`config.mk`:
```
export PLATFORM = sky130hd
export DESIGN_NAME = huff_top
export DESIGN_NICKNAME = d
export VERILOG_FILES = /design/src/logic/huff_pkg.sv /design/src/logic/huff_top.sv /design/src/logic/code_serializer.sv /design/src/logic/tree_merge_unit.sv /design/src/logic/min_pair_finder.sv /design/src/logic/huff_step_counter.sv /design/src/logic/huff_ctrl_fsm.sv
export SDC_FILE = /design/constraint.sdc
export NUM_CORES = 1
export LEC_CHECK = 0
export BUFFER_PORTS_ARGS = -buffer_cell sky130_fd_sc_hd__buf_2
export CORE_MARGIN = 1
export CORE_UTILIZATION = 62
export CTS_CLUSTER_SIZE = 8
export DETAILED_ROUTE_END_ITERATION = 8
export PLACE_DENSITY = 0.8
export SETUP_SLACK_MARGIN = 0.15
export SYNTH_ARGS = -nofsm -noshare
export SYNTH_HDL_FRONTEND = slang
export SYNTH_HIERARCHICAL = 1
export SYNTH_SLANG_ARGS = --single-unit
```
`constraint.sdc`:
```
create_clock -name clk -period 28.4 [get_ports clk]
set_clock_uncertainty 0.15 [all_clocks]
set_input_delay 5.68 -clock clk [delete_from_list [all_inputs] [get_ports clk]]
set_output_delay 5.68 -clock clk [all_outputs]
set_load 0.01 [all_outputs]
```
`src/logic/huff_pkg.sv`:
```
`default_nettype none

package huff_pkg;

    // ============================================================
    // alphabet and code sizes
    // ============================================================

    // eight leaves, so seven merges and at most seven code bits
    localparam int SYM_COUNT = 8;
    localparam int SYM_W     = 3;

    // leaves carry tags 8..15, merged nodes 7 down to 1
    localparam int TAG_W     = 4;

    localparam int CODE_W    = SYM_COUNT - 1;
    localparam int LEN_W     = 3;

    // symbols streamed per frame
    localparam int EMIT_COUNT = 5;

    // ============================================================
    // controller phases
    // ============================================================

    typedef enum logic [1:0] {
        PH_LOAD  = 2'd0,
        PH_MERGE = 2'd1,
        PH_EMIT  = 2'd2
    } phase_t;

    // ============================================================
    // output order, row picked by the latched mode
    // ============================================================

    localparam logic [SYM_W-1:0] EMIT_ORDER [2][EMIT_COUNT] = '{
        // mode 0
        '{3'd3, 3'd2, 3'd1, 3'd0, 3'd4},
        // mode 1
        '{3'd3, 3'd5, 3'd2, 3'd7, 3'd6}
    };

endpackage

`default_nettype wire
```
`src/logic/huff_top.sv`:
```
`timescale 1ns/1ns
`default_nettype none

module huff_top #(
    parameter int WEIGHT_W = 3
) (
    input  logic                clk,
    input  logic                rst_n,
    input  logic                in_valid,
    output logic                in_ready,
    input  logic [WEIGHT_W-1:0] in_weight,
    input  logic                mode,
    output logic                out_valid,
    input  logic                out_ready,
    output logic                out_code,
    output logic                out_last
);

    import huff_pkg::*;

    localparam int NODE_W = WEIGHT_W + SYM_W;

    phase_t               phase;
    logic                 mode_q;
    logic [SYM_W-1:0]     step;
    logic [SYM_W-1:0]     sym_idx;
    logic                 step_last;
    logic                 sym_done;
    logic [SYM_W-1:0]     lo_slot;
    logic [SYM_W-1:0]     hi_slot;
    logic [NODE_W-1:0]    node_weight [SYM_COUNT];
    logic [TAG_W-1:0]     node_tag    [SYM_COUNT];
    logic [SYM_COUNT-1:0] node_live;
    logic [CODE_W-1:0]    sym_code    [SYM_COUNT];
    logic [LEN_W-1:0]     sym_len     [SYM_COUNT];

    // ============================================================
    // control
    // ============================================================

    huff_ctrl_fsm ctrl_i (
        .clk       (clk),
        .rst_n     (rst_n),
        .in_valid  (in_valid),
        .step_last (step_last),
        .sym_done  (sym_done),
        .mode      (mode),
        .in_ready  (in_ready),
        .phase     (phase),
        .mode_q    (mode_q)
    );

    huff_step_counter counter_i (
        .clk       (clk),
        .rst_n     (rst_n),
        .phase     (phase),
        .in_valid  (in_valid),
        .in_ready  (in_ready),
        .sym_done  (sym_done),
        .step      (step),
        .sym_idx   (sym_idx),
        .step_last (step_last)
    );

    // ============================================================
    // tree build and output
    // ============================================================

    min_pair_finder #(.WEIGHT_W(WEIGHT_W)) finder_i (
        .node_weight (node_weight),
        .node_tag    (node_tag),
        .node_live   (node_live),
        .lo_slot     (lo_slot),
        .hi_slot     (hi_slot)
    );

    tree_merge_unit #(.WEIGHT_W(WEIGHT_W)) merge_i (
        .clk         (clk),
        .rst_n       (rst_n),
        .phase       (phase),
        .step        (step),
        .in_valid    (in_valid),
        .in_ready    (in_ready),
        .in_weight   (in_weight),
        .lo_slot     (lo_slot),
        .hi_slot     (hi_slot),
        .node_weight (node_weight),
        .node_tag    (node_tag),
        .node_live   (node_live),
        .sym_code    (sym_code),
        .sym_len     (sym_len)
    );

    code_serializer serializer_i (
        .clk       (clk),
        .rst_n     (rst_n),
        .phase     (phase),
        .mode_q    (mode_q),
        .sym_idx   (sym_idx),
        .step_last (step_last),
        .sym_code  (sym_code),
        .sym_len   (sym_len),
        .out_ready (out_ready),
        .out_valid (out_valid),
        .out_code  (out_code),
        .out_last  (out_last),
        .sym_done  (sym_done)
    );

endmodule

`default_nettype wire

```
`src/logic/code_serializer.sv`:
```
`timescale 1ns/1ns
`default_nettype none

module code_serializer (
    input  logic                        clk,
    input  logic                        rst_n,
    input  huff_pkg::phase_t            phase,
    input  logic                        mode_q,
    input  logic [huff_pkg::SYM_W-1:0]  sym_idx,
    input  logic                        step_last,
    input  logic [huff_pkg::CODE_W-1:0] sym_code [huff_pkg::SYM_COUNT],
    input  logic [huff_pkg::LEN_W-1:0]  sym_len  [huff_pkg::SYM_COUNT],
    input  logic                        out_ready,
    output logic                        out_valid,
    output logic                        out_code,
    output logic                        out_last,
    output logic                        sym_done
);

    import huff_pkg::*;

    logic [SYM_W-1:0]  cur_sym;
    logic [CODE_W-1:0] cur_code;
    logic [CODE_W-1:0] code_shift;
    logic [LEN_W-1:0]  rem_q;
    logic [LEN_W-1:0]  remaining;
    logic [LEN_W-1:0]  bit_idx;
    logic              load_q;
    logic              xfer;

    // ============================================================
    // symbol select and current bit
    // ============================================================

    assign cur_sym  = EMIT_ORDER[mode_q][sym_idx];
    assign cur_code = sym_code[cur_sym];

    // a fresh symbol takes its full length straight from the code table,
    // so the first bit of the next code follows sym_done with no gap
    assign remaining = load_q ? sym_len[cur_sym] : rem_q;
    assign bit_idx   = remaining - 1'b1;

    // root bit is the highest filled index
    assign code_shift = cur_code >> bit_idx;

    assign out_valid = (phase == PH_EMIT);
    assign out_code  = out_valid & code_shift[0];
    assign out_last  = out_valid & (remaining == LEN_W'(1)) & step_last;

    assign xfer     = out_valid & out_ready;
    assign sym_done = xfer & (remaining == LEN_W'(1));

    // ============================================================
    // bit countdown
    // ============================================================

    always_ff @(posedge clk or negedge rst_n) begin
        if (!rst_n) begin
            load_q <= 1'b1;
            rem_q  <= '0;
        end else begin
            if (phase != PH_EMIT) begin
                // arm for the first symbol of the next emit phase
                load_q <= 1'b1;
                rem_q  <= '0;
            end else if (xfer) begin
                load_q <= (remaining == LEN_W'(1));
                rem_q  <= remaining - 1'b1;
            end
        end
    end

endmodule

`default_nettype wire

```
`src/logic/tree_merge_unit.sv`:
```
`timescale 1ns/1ns
`default_nettype none

module tree_merge_unit #(
    parameter  int WEIGHT_W = 3,
    localparam int NODE_W   = WEIGHT_W + huff_pkg::SYM_W
) (
    input  logic                           clk,
    input  logic                           rst_n,
    input  huff_pkg::phase_t               phase,
    input  logic [huff_pkg::SYM_W-1:0]     step,
    input  logic                           in_valid,
    input  logic                           in_ready,
    input  logic [WEIGHT_W-1:0]            in_weight,
    input  logic [huff_pkg::SYM_W-1:0]     lo_slot,
    input  logic [huff_pkg::SYM_W-1:0]     hi_slot,
    output logic [NODE_W-1:0]              node_weight [huff_pkg::SYM_COUNT],
    output logic [huff_pkg::TAG_W-1:0]     node_tag    [huff_pkg::SYM_COUNT],
    output logic [huff_pkg::SYM_COUNT-1:0] node_live,
    output logic [huff_pkg::CODE_W-1:0]    sym_code    [huff_pkg::SYM_COUNT],
    output logic [huff_pkg::LEN_W-1:0]     sym_len     [huff_pkg::SYM_COUNT]
);

    import huff_pkg::*;

    // which leaf symbols sit under each node
    logic [SYM_COUNT-1:0] member [SYM_COUNT];

    logic load_beat;
    logic first_beat;
    logic merge_en;

    assign load_beat  = in_valid & in_ready & (phase == PH_LOAD);
    assign first_beat = load_beat & (step == '0);
    assign merge_en   = (phase == PH_MERGE);

    // ============================================================
    // live flags
    // ============================================================

    always_ff @(posedge clk or negedge rst_n) begin
        if (!rst_n) begin
            node_live <= '0;
        end else begin
            if (first_beat) begin
                node_live <= '1;
            end else if (merge_en) begin
                // the merged node lives on in lo_slot
                node_live[hi_slot] <= 1'b0;
            end
        end
    end

    // ============================================================
    // node contents and per-symbol codes
    // ============================================================

    always_ff @(posedge clk) begin
        if (first_beat) begin
            for (int i = 0; i < SYM_COUNT; i++) begin
                node_tag[i] <= TAG_W'(SYM_COUNT + i);
                member[i]   <= SYM_COUNT'(1) << i;
                sym_code[i] <= '0;
                sym_len[i]  <= '0;
            end
        end

        if (load_beat) begin
            node_weight[step] <= NODE_W'(in_weight);
        end

        if (merge_en) begin
            // one level up, the new bit lands on the root side
            for (int s = 0; s < SYM_COUNT; s++) begin
                if (member[lo_slot][s]) begin
                    sym_code[s][sym_len[s]] <= 1'b1;
                    sym_len[s]              <= sym_len[s] + 1'b1;
                end else if (member[hi_slot][s]) begin
                    sym_code[s][sym_len[s]] <= 1'b0;
                    sym_len[s]              <= sym_len[s] + 1'b1;
                end
            end

            node_weight[lo_slot] <= node_weight[lo_slot] + node_weight[hi_slot];
            member[lo_slot]      <= member[lo_slot] | member[hi_slot];
            // round r gives tag 7-r, below any leaf of the same weight
            node_tag[lo_slot]    <= TAG_W'(SYM_COUNT - 1) - TAG_W'(step);
        end
    end

endmodule

`default_nettype wire

```
`src/logic/min_pair_finder.sv`:
```
`timescale 1ns/1ns
`default_nettype none

module min_pair_finder #(
    parameter  int WEIGHT_W = 3,
    localparam int NODE_W   = WEIGHT_W + huff_pkg::SYM_W
) (
    input  logic [NODE_W-1:0]              node_weight [huff_pkg::SYM_COUNT],
    input  logic [huff_pkg::TAG_W-1:0]     node_tag    [huff_pkg::SYM_COUNT],
    input  logic [huff_pkg::SYM_COUNT-1:0] node_live,
    output logic [huff_pkg::SYM_W-1:0]     lo_slot,
    output logic [huff_pkg::SYM_W-1:0]     hi_slot
);

    import huff_pkg::*;

    // dead slots sort last, then weight, then tag
    localparam int KEY_W = 1 + NODE_W + TAG_W;

    logic [KEY_W-1:0] key [SYM_COUNT];
    logic [SYM_W-1:0] l1_lo [4];
    logic [SYM_W-1:0] l1_hi [4];
    logic [SYM_W-1:0] l2_lo [2];
    logic [SYM_W-1:0] l2_hi [2];

    // combine two sorted pairs into the best two of all four
    function automatic logic [2*SYM_W-1:0] merge_pair(
        input logic [SYM_W-1:0] a_lo,
        input logic [SYM_W-1:0] a_hi,
        input logic [SYM_W-1:0] b_lo,
        input logic [SYM_W-1:0] b_hi,
        input logic [KEY_W-1:0] k [SYM_COUNT]
    );
        logic [SYM_W-1:0] lo;
        logic [SYM_W-1:0] hi;
        if (k[a_lo] < k[b_lo]) begin
            lo = a_lo;
            hi = (k[a_hi] < k[b_lo]) ? a_hi : b_lo;
        end else begin
            lo = b_lo;
            hi = (k[a_lo] < k[b_hi]) ? a_lo : b_hi;
        end
        return {lo, hi};
    endfunction

    always_comb begin
        for (int i = 0; i < SYM_COUNT; i++) begin
            key[i] = {~node_live[i], node_weight[i], node_tag[i]};
        end
        // leaf level, tags are unique so no equal keys
        for (int i = 0; i < 4; i++) begin
            if (key[2*i] < key[2*i+1]) begin
                l1_lo[i] = SYM_W'(2*i);
                l1_hi[i] = SYM_W'(2*i+1);
            end else begin
                l1_lo[i] = SYM_W'(2*i+1);
                l1_hi[i] = SYM_W'(2*i);
            end
        end
        {l2_lo[0], l2_hi[0]} = merge_pair(l1_lo[0], l1_hi[0], l1_lo[1], l1_hi[1], key);
        {l2_lo[1], l2_hi[1]} = merge_pair(l1_lo[2], l1_hi[2], l1_lo[3], l1_hi[3], key);
        {lo_slot, hi_slot}   = merge_pair(l2_lo[0], l2_hi[0], l2_lo[1], l2_hi[1], key);
    end

endmodule

`default_nettype wire

```
`src/logic/huff_step_counter.sv`:
```
`timescale 1ns/1ns
`default_nettype none

module huff_step_counter (
    input  logic                       clk,
    input  logic                       rst_n,
    input  huff_pkg::phase_t           phase,
    input  logic                       in_valid,
    input  logic                       in_ready,
    input  logic                       sym_done,
    output logic [huff_pkg::SYM_W-1:0] step,
    output logic [huff_pkg::SYM_W-1:0] sym_idx,
    output logic                       step_last
);

    import huff_pkg::*;

    logic load_beat;

    assign load_beat = in_valid & in_ready;

    // end of phase limit depends on what is being counted
    always_comb begin
        case (phase)
            PH_LOAD:  step_last = (step == SYM_W'(SYM_COUNT - 1));
            PH_MERGE: step_last = (step == SYM_W'(SYM_COUNT - 2));
            PH_EMIT:  step_last = (sym_idx == SYM_W'(EMIT_COUNT - 1));
            default:  step_last = 1'b0;
        endcase
    end

    always_ff @(posedge clk or negedge rst_n) begin
        if (!rst_n) begin
            step    <= '0;
            sym_idx <= '0;
        end else begin
            // loads advance on accepted beats, rounds on every clock
            if ((phase == PH_LOAD && load_beat) || phase == PH_MERGE) begin
                step <= step_last ? '0 : step + 1'b1;
            end
            if (phase == PH_EMIT && sym_done) begin
                sym_idx <= step_last ? '0 : sym_idx + 1'b1;
            end
        end
    end

endmodule

`default_nettype wire

```
`src/logic/huff_ctrl_fsm.sv`:
```
`timescale 1ns/1ns
`default_nettype none

module huff_ctrl_fsm (
    input  logic             clk,
    input  logic             rst_n,
    input  logic             in_valid,
    input  logic             step_last,
    input  logic             sym_done,
    input  logic             mode,
    output logic             in_ready,
    output huff_pkg::phase_t phase,
    output logic             mode_q
);

    import huff_pkg::*;

    phase_t phase_next;
    logic   load_beat;
    logic   first_beat;

    // weights are only taken while loading
    assign in_ready  = (phase == PH_LOAD);
    assign load_beat = in_valid & in_ready;

    // ============================================================
    // phase sequencing
    // ============================================================

    always_comb begin
        phase_next = phase;
        case (phase)
            PH_LOAD: begin
                if (load_beat && step_last) begin
                    phase_next = PH_MERGE;
                end
            end
            PH_MERGE: begin
                // seventh round done
                if (step_last) begin
                    phase_next = PH_EMIT;
                end
            end
            PH_EMIT: begin
                if (step_last && sym_done) begin
                    phase_next = PH_LOAD;
                end
            end
            default: begin
                phase_next = PH_LOAD;
            end
        endcase
    end

    always_ff @(posedge clk or negedge rst_n) begin
        if (!rst_n) begin
            phase <= PH_LOAD;
        end else begin
            phase <= phase_next;
        end
    end

    // mode is captured with weight 0 and held for the whole frame
    always_ff @(posedge clk or negedge rst_n) begin
        if (!rst_n) begin
            first_beat <= 1'b1;
            mode_q     <= 1'b0;
        end else begin
            if (load_beat) begin
                first_beat <= 1'b0;
                if (first_beat) begin
                    mode_q <= mode;
                end
            end else if (phase == PH_EMIT && step_last && sym_done) begin
                first_beat <= 1'b1;
            end
        end
    end

endmodule

`default_nettype wire

```
==> results.md <==
* Status: finished, final reports clean
* First-pass GRT wire length at 84,400 um
* DR vias at between 15,000 and 20,000
* Most frequent cell after synthesis: nand2_1
* R2r setup slk at 17,550 ps
* Wire length per cell at 23.0 um
* Placed cells at 2,306
* Final min period at between 10,000 and 15,000 ps
* Clock Sinks at 246
* Compound-Gate Fraction of Synth Area at a little under a fifth
* Die height at 174 um
* Initial Util at a little under two thirds
* Sum Neg Setup Slack at 0 ps
* Setup bufs post-CTS at 0
* Slew Limit Fails at 0
* Relative slew slack at 14.9%
* Worst-case clock buffer depth at 3
* N_diodes at 0
* Hold EP: merge_i/sym_code[27]
* Area growth syn-to-layout at 6.60%
* CP max stage cell: a21oi_2
* DP Wirelength at 38,900 um
* Vias in the first global route at 15,400
* Synth top area share at 17.5%
* # port buffers at 11
* Initial antenna violation count at 0
* # setup viols final at 0
* Fin. Hold Viols at 0
* Top Ports at 12
* Reg-to-Reg End: merge_i/node_weight[4]
* H-tree levels at 2
* WP data required at 28,600 ps
* Hold Buf Count CTS at 0
* Placer Congestion at 0.986
* Post-Syn Area per Cell at 9.13 um2
* Fraction of synthesized cell area in xor and xnor cells at 0.328%
* Worst skew pair latency at 520 ps
* Async set-or-reset flop fraction in the synthesized netlist at 8.94%
* Simple-gate area share of the yosys netlist at about 18%
* Area after DPL at 18,500 um2
* Setup CP Type: flop to flop
* Least-Margin Pin Slew at 1280 ps
* Final instance count without filler cells at ~2,400
* CTS Buf Count at 36
* Mux share of post-synthesis cell area at 17.3%
* Clock root cell: clkbuf_16
* Crit path max fanout at 43
* Layout cells sized above 1 at a little under an eighth
* Min-delay worst type: flop to flop
* R2R cell count at 47
* Core footprint at 28,900 um2
* Yosys warning count at 6
* Die width at 174 um
* Period Utilization, post-route at between 30% and 40%
* Largest cells by area after synthesis: dfxtp_1 (17%), edfxtp_1 (10%), ha_1 (9.8%), mux2i_1 (7.9%), mux4_2 (4.8%)
* Register area share after synthesis at between 30% and 40%
* Arr. time, crit path at 11,050 ps
* Number of flops mapped to enable cells by yosys at 64
* Final instance area at between 15,000 and 20,000 um2
* Crit-path most repeated cell: a21oi_1
* Clock-pin slew on the worst setup and hold paths at around 50 ps
* Filler cells at 2,296
* Setup crit end kind: flop
* Via density at 6.86
* Row count at 62
* DR iter-0 viols at 1,628
* Synth area leader: dfxtp_1
* Crit-path max cell delay at 580 ps
* Post-Syn Area at 18,300 um2
* Largest family of logic cells by synthesized area: simple AND/OR/NAND/NOR gates
* Synth cell count leaders: nand2_1 (195), nor2_1 (178), dfxtp_1 (160), ha_1 (144), mux2i_1 (144)
* Overall routing resource usage at 35.4%
* Syn Inst Count at 2,006
* Hold depth at 2
* Unrepaired setup endpoints after global routing: false
* Core Util, Final at 67.7%
* Die ar. at 30,200 um2
* Netlist cell types at 118
* R2R Path Start: merge_i/node_weight[41]
* Fmax at 92.2 MHz
* Max-Cap Viols at 0
* Post-Synth Adder-Cell Area at 9.94%
* Residual DRC at 0
* Post-synth top flop: dfxtp_1
* Final WL at about 54,000 um
* Crit path launch type: flop
* Largest net degree at the start of global routing at 69
* Final ANT Viol Nets at 0
* Grt total ovfl at 0
* Hold Startpoint: merge_i/sym_code[27]
* Pre-antenna DRT Iters at 6
* Post-CTS sizing at 0
* Syn Nets at 2,159
* CTS tree: done
* # nets final at between 2,000 and 2,500
* #FFs+latches synth at 246
==> cells by family after synthesis <==
family,Yosys count
and+or+nand+nor,679
AOI/OAI and AO/OA,481
muxes,248
DFF,246
buffers and inverters,201
adders and majority gates,145
xor gates and xnor gates,6
==> registers in the layout, summed over array words and instances (netlist names) <==
register and count:
merge_i/node_live 8, ctrl_i/first_beat 1, serializer_i/load_q 1, ctrl_i/mode_q 1, ctrl_i/phase 2, merge_i/sym_len 24
counter_i/step 3, merge_i/node_weight 48, merge_i/node_tag 32, counter_i/sym_idx 3, serializer_i/rem_q 3, merge_i/member 64
merge_i/sym_code 56
==> routing by layer <==
| metal | GRT usage [%] | share of wire [%] | up-vias | routed length (um) |
|---|---|---|---|---|
| met5 | 0 | 0 | - | 0 |
| met4 | 22.2 | 6.7 | 0 | 3620 |
| met3 | 5.16 | 7.7 | 249 | 4200 |
| met2 | 58.5 | 46 | 861 | 25100 |
| met1 | 43.6 | 39 | 7682 | 21300 |
| li1 | - | - | 7397 | - |
==> area by class of cell <==
| type | instances | area [um2] | share of cell area [%] |
|---|---|---|---|
| clock inverter | 1 | 16.3 | 0.0833 |
| sequential | 246 | 5680 | 29.1 |
| inverter | 83 | 312 | 1.60 |
| multi-input combinational | 1559 | 11800 | 60.4 |
| timing repair buffer | 34 | 228 | 1.17 |
| tap | 384 | 480 | 2.46 |
| clock buffer | 54 | 1010 | 5.18 |
==> per-stage QoR <==
step / hold slack, ps / setup WS [ps]
global route: 356 / 16710
floorplan: 275 / 18240
global placement: 299 / 18120
detailed placement: 314 / 17740
finish: 326 / 17550
CTS: 321 / 17680
==> worst max path at each step <==
stage,startpoint,slack (ps),cells past startpoint,end
6_report,merge_i/node_weight[41],17550,47,merge_i/node_weight[4]
5_1_grt,merge_i/node_tag[26],16710,47,merge_i/node_weight[4]
4_1_cts,merge_i/node_weight[41],17680,47,merge_i/node_weight[4]
3_5_place_dp,merge_i/node_weight[41],17740,47,merge_i/node_weight[4]
3_3_place_gp,merge_i/node_weight[4],18120,43,merge_i/node_weight[34]
2_1_floorplan,merge_i/node_weight[29],18240,48,merge_i/node_weight[22]
==> placed cells by master (no fill, tap or decap), drive strengths merged, types with 14 or more instances in the layout <==
cell type  netlist  routed
buf             52      34
mux4            46      46
nand2b          42      42
nor2b           39      39
a31oi           14      14
and2            20      20
a211oi          16      16
dfxtp          160     160
clkbuf          66      54
and3            15      15
dfrtp           20      20
inv             83      83
mux2            56      56
nor3            15      15
a21o            21      21
nor2           180     180
nand2          196     196
ha             144     144
a32o            45      45
a21oi          110     110
edfxtp          64      64
o21a            20      20
o21ai          127     127
nand4           37      37
mux2i          146     146
o22ai           19      19
nand3           83      83
o211ai          20      20
==> critical path: cells and delay by family, from the launching register on <==
kind                     cells  cell delay, ps
adder cells (fa/ha/maj)      5            1410
multiplexers                 5            1940
flip-flops                   1             410
AO/OA/AOI/OAI               19            4320
XOR/XNOR                     1             470
AND/OR/NAND/NOR             11             940
buffers and inverters        6            1020
Power is left out: the tool's default activity adds up to more than one toggle a clock period on the data nets, which glitch-free logic cannot reach.
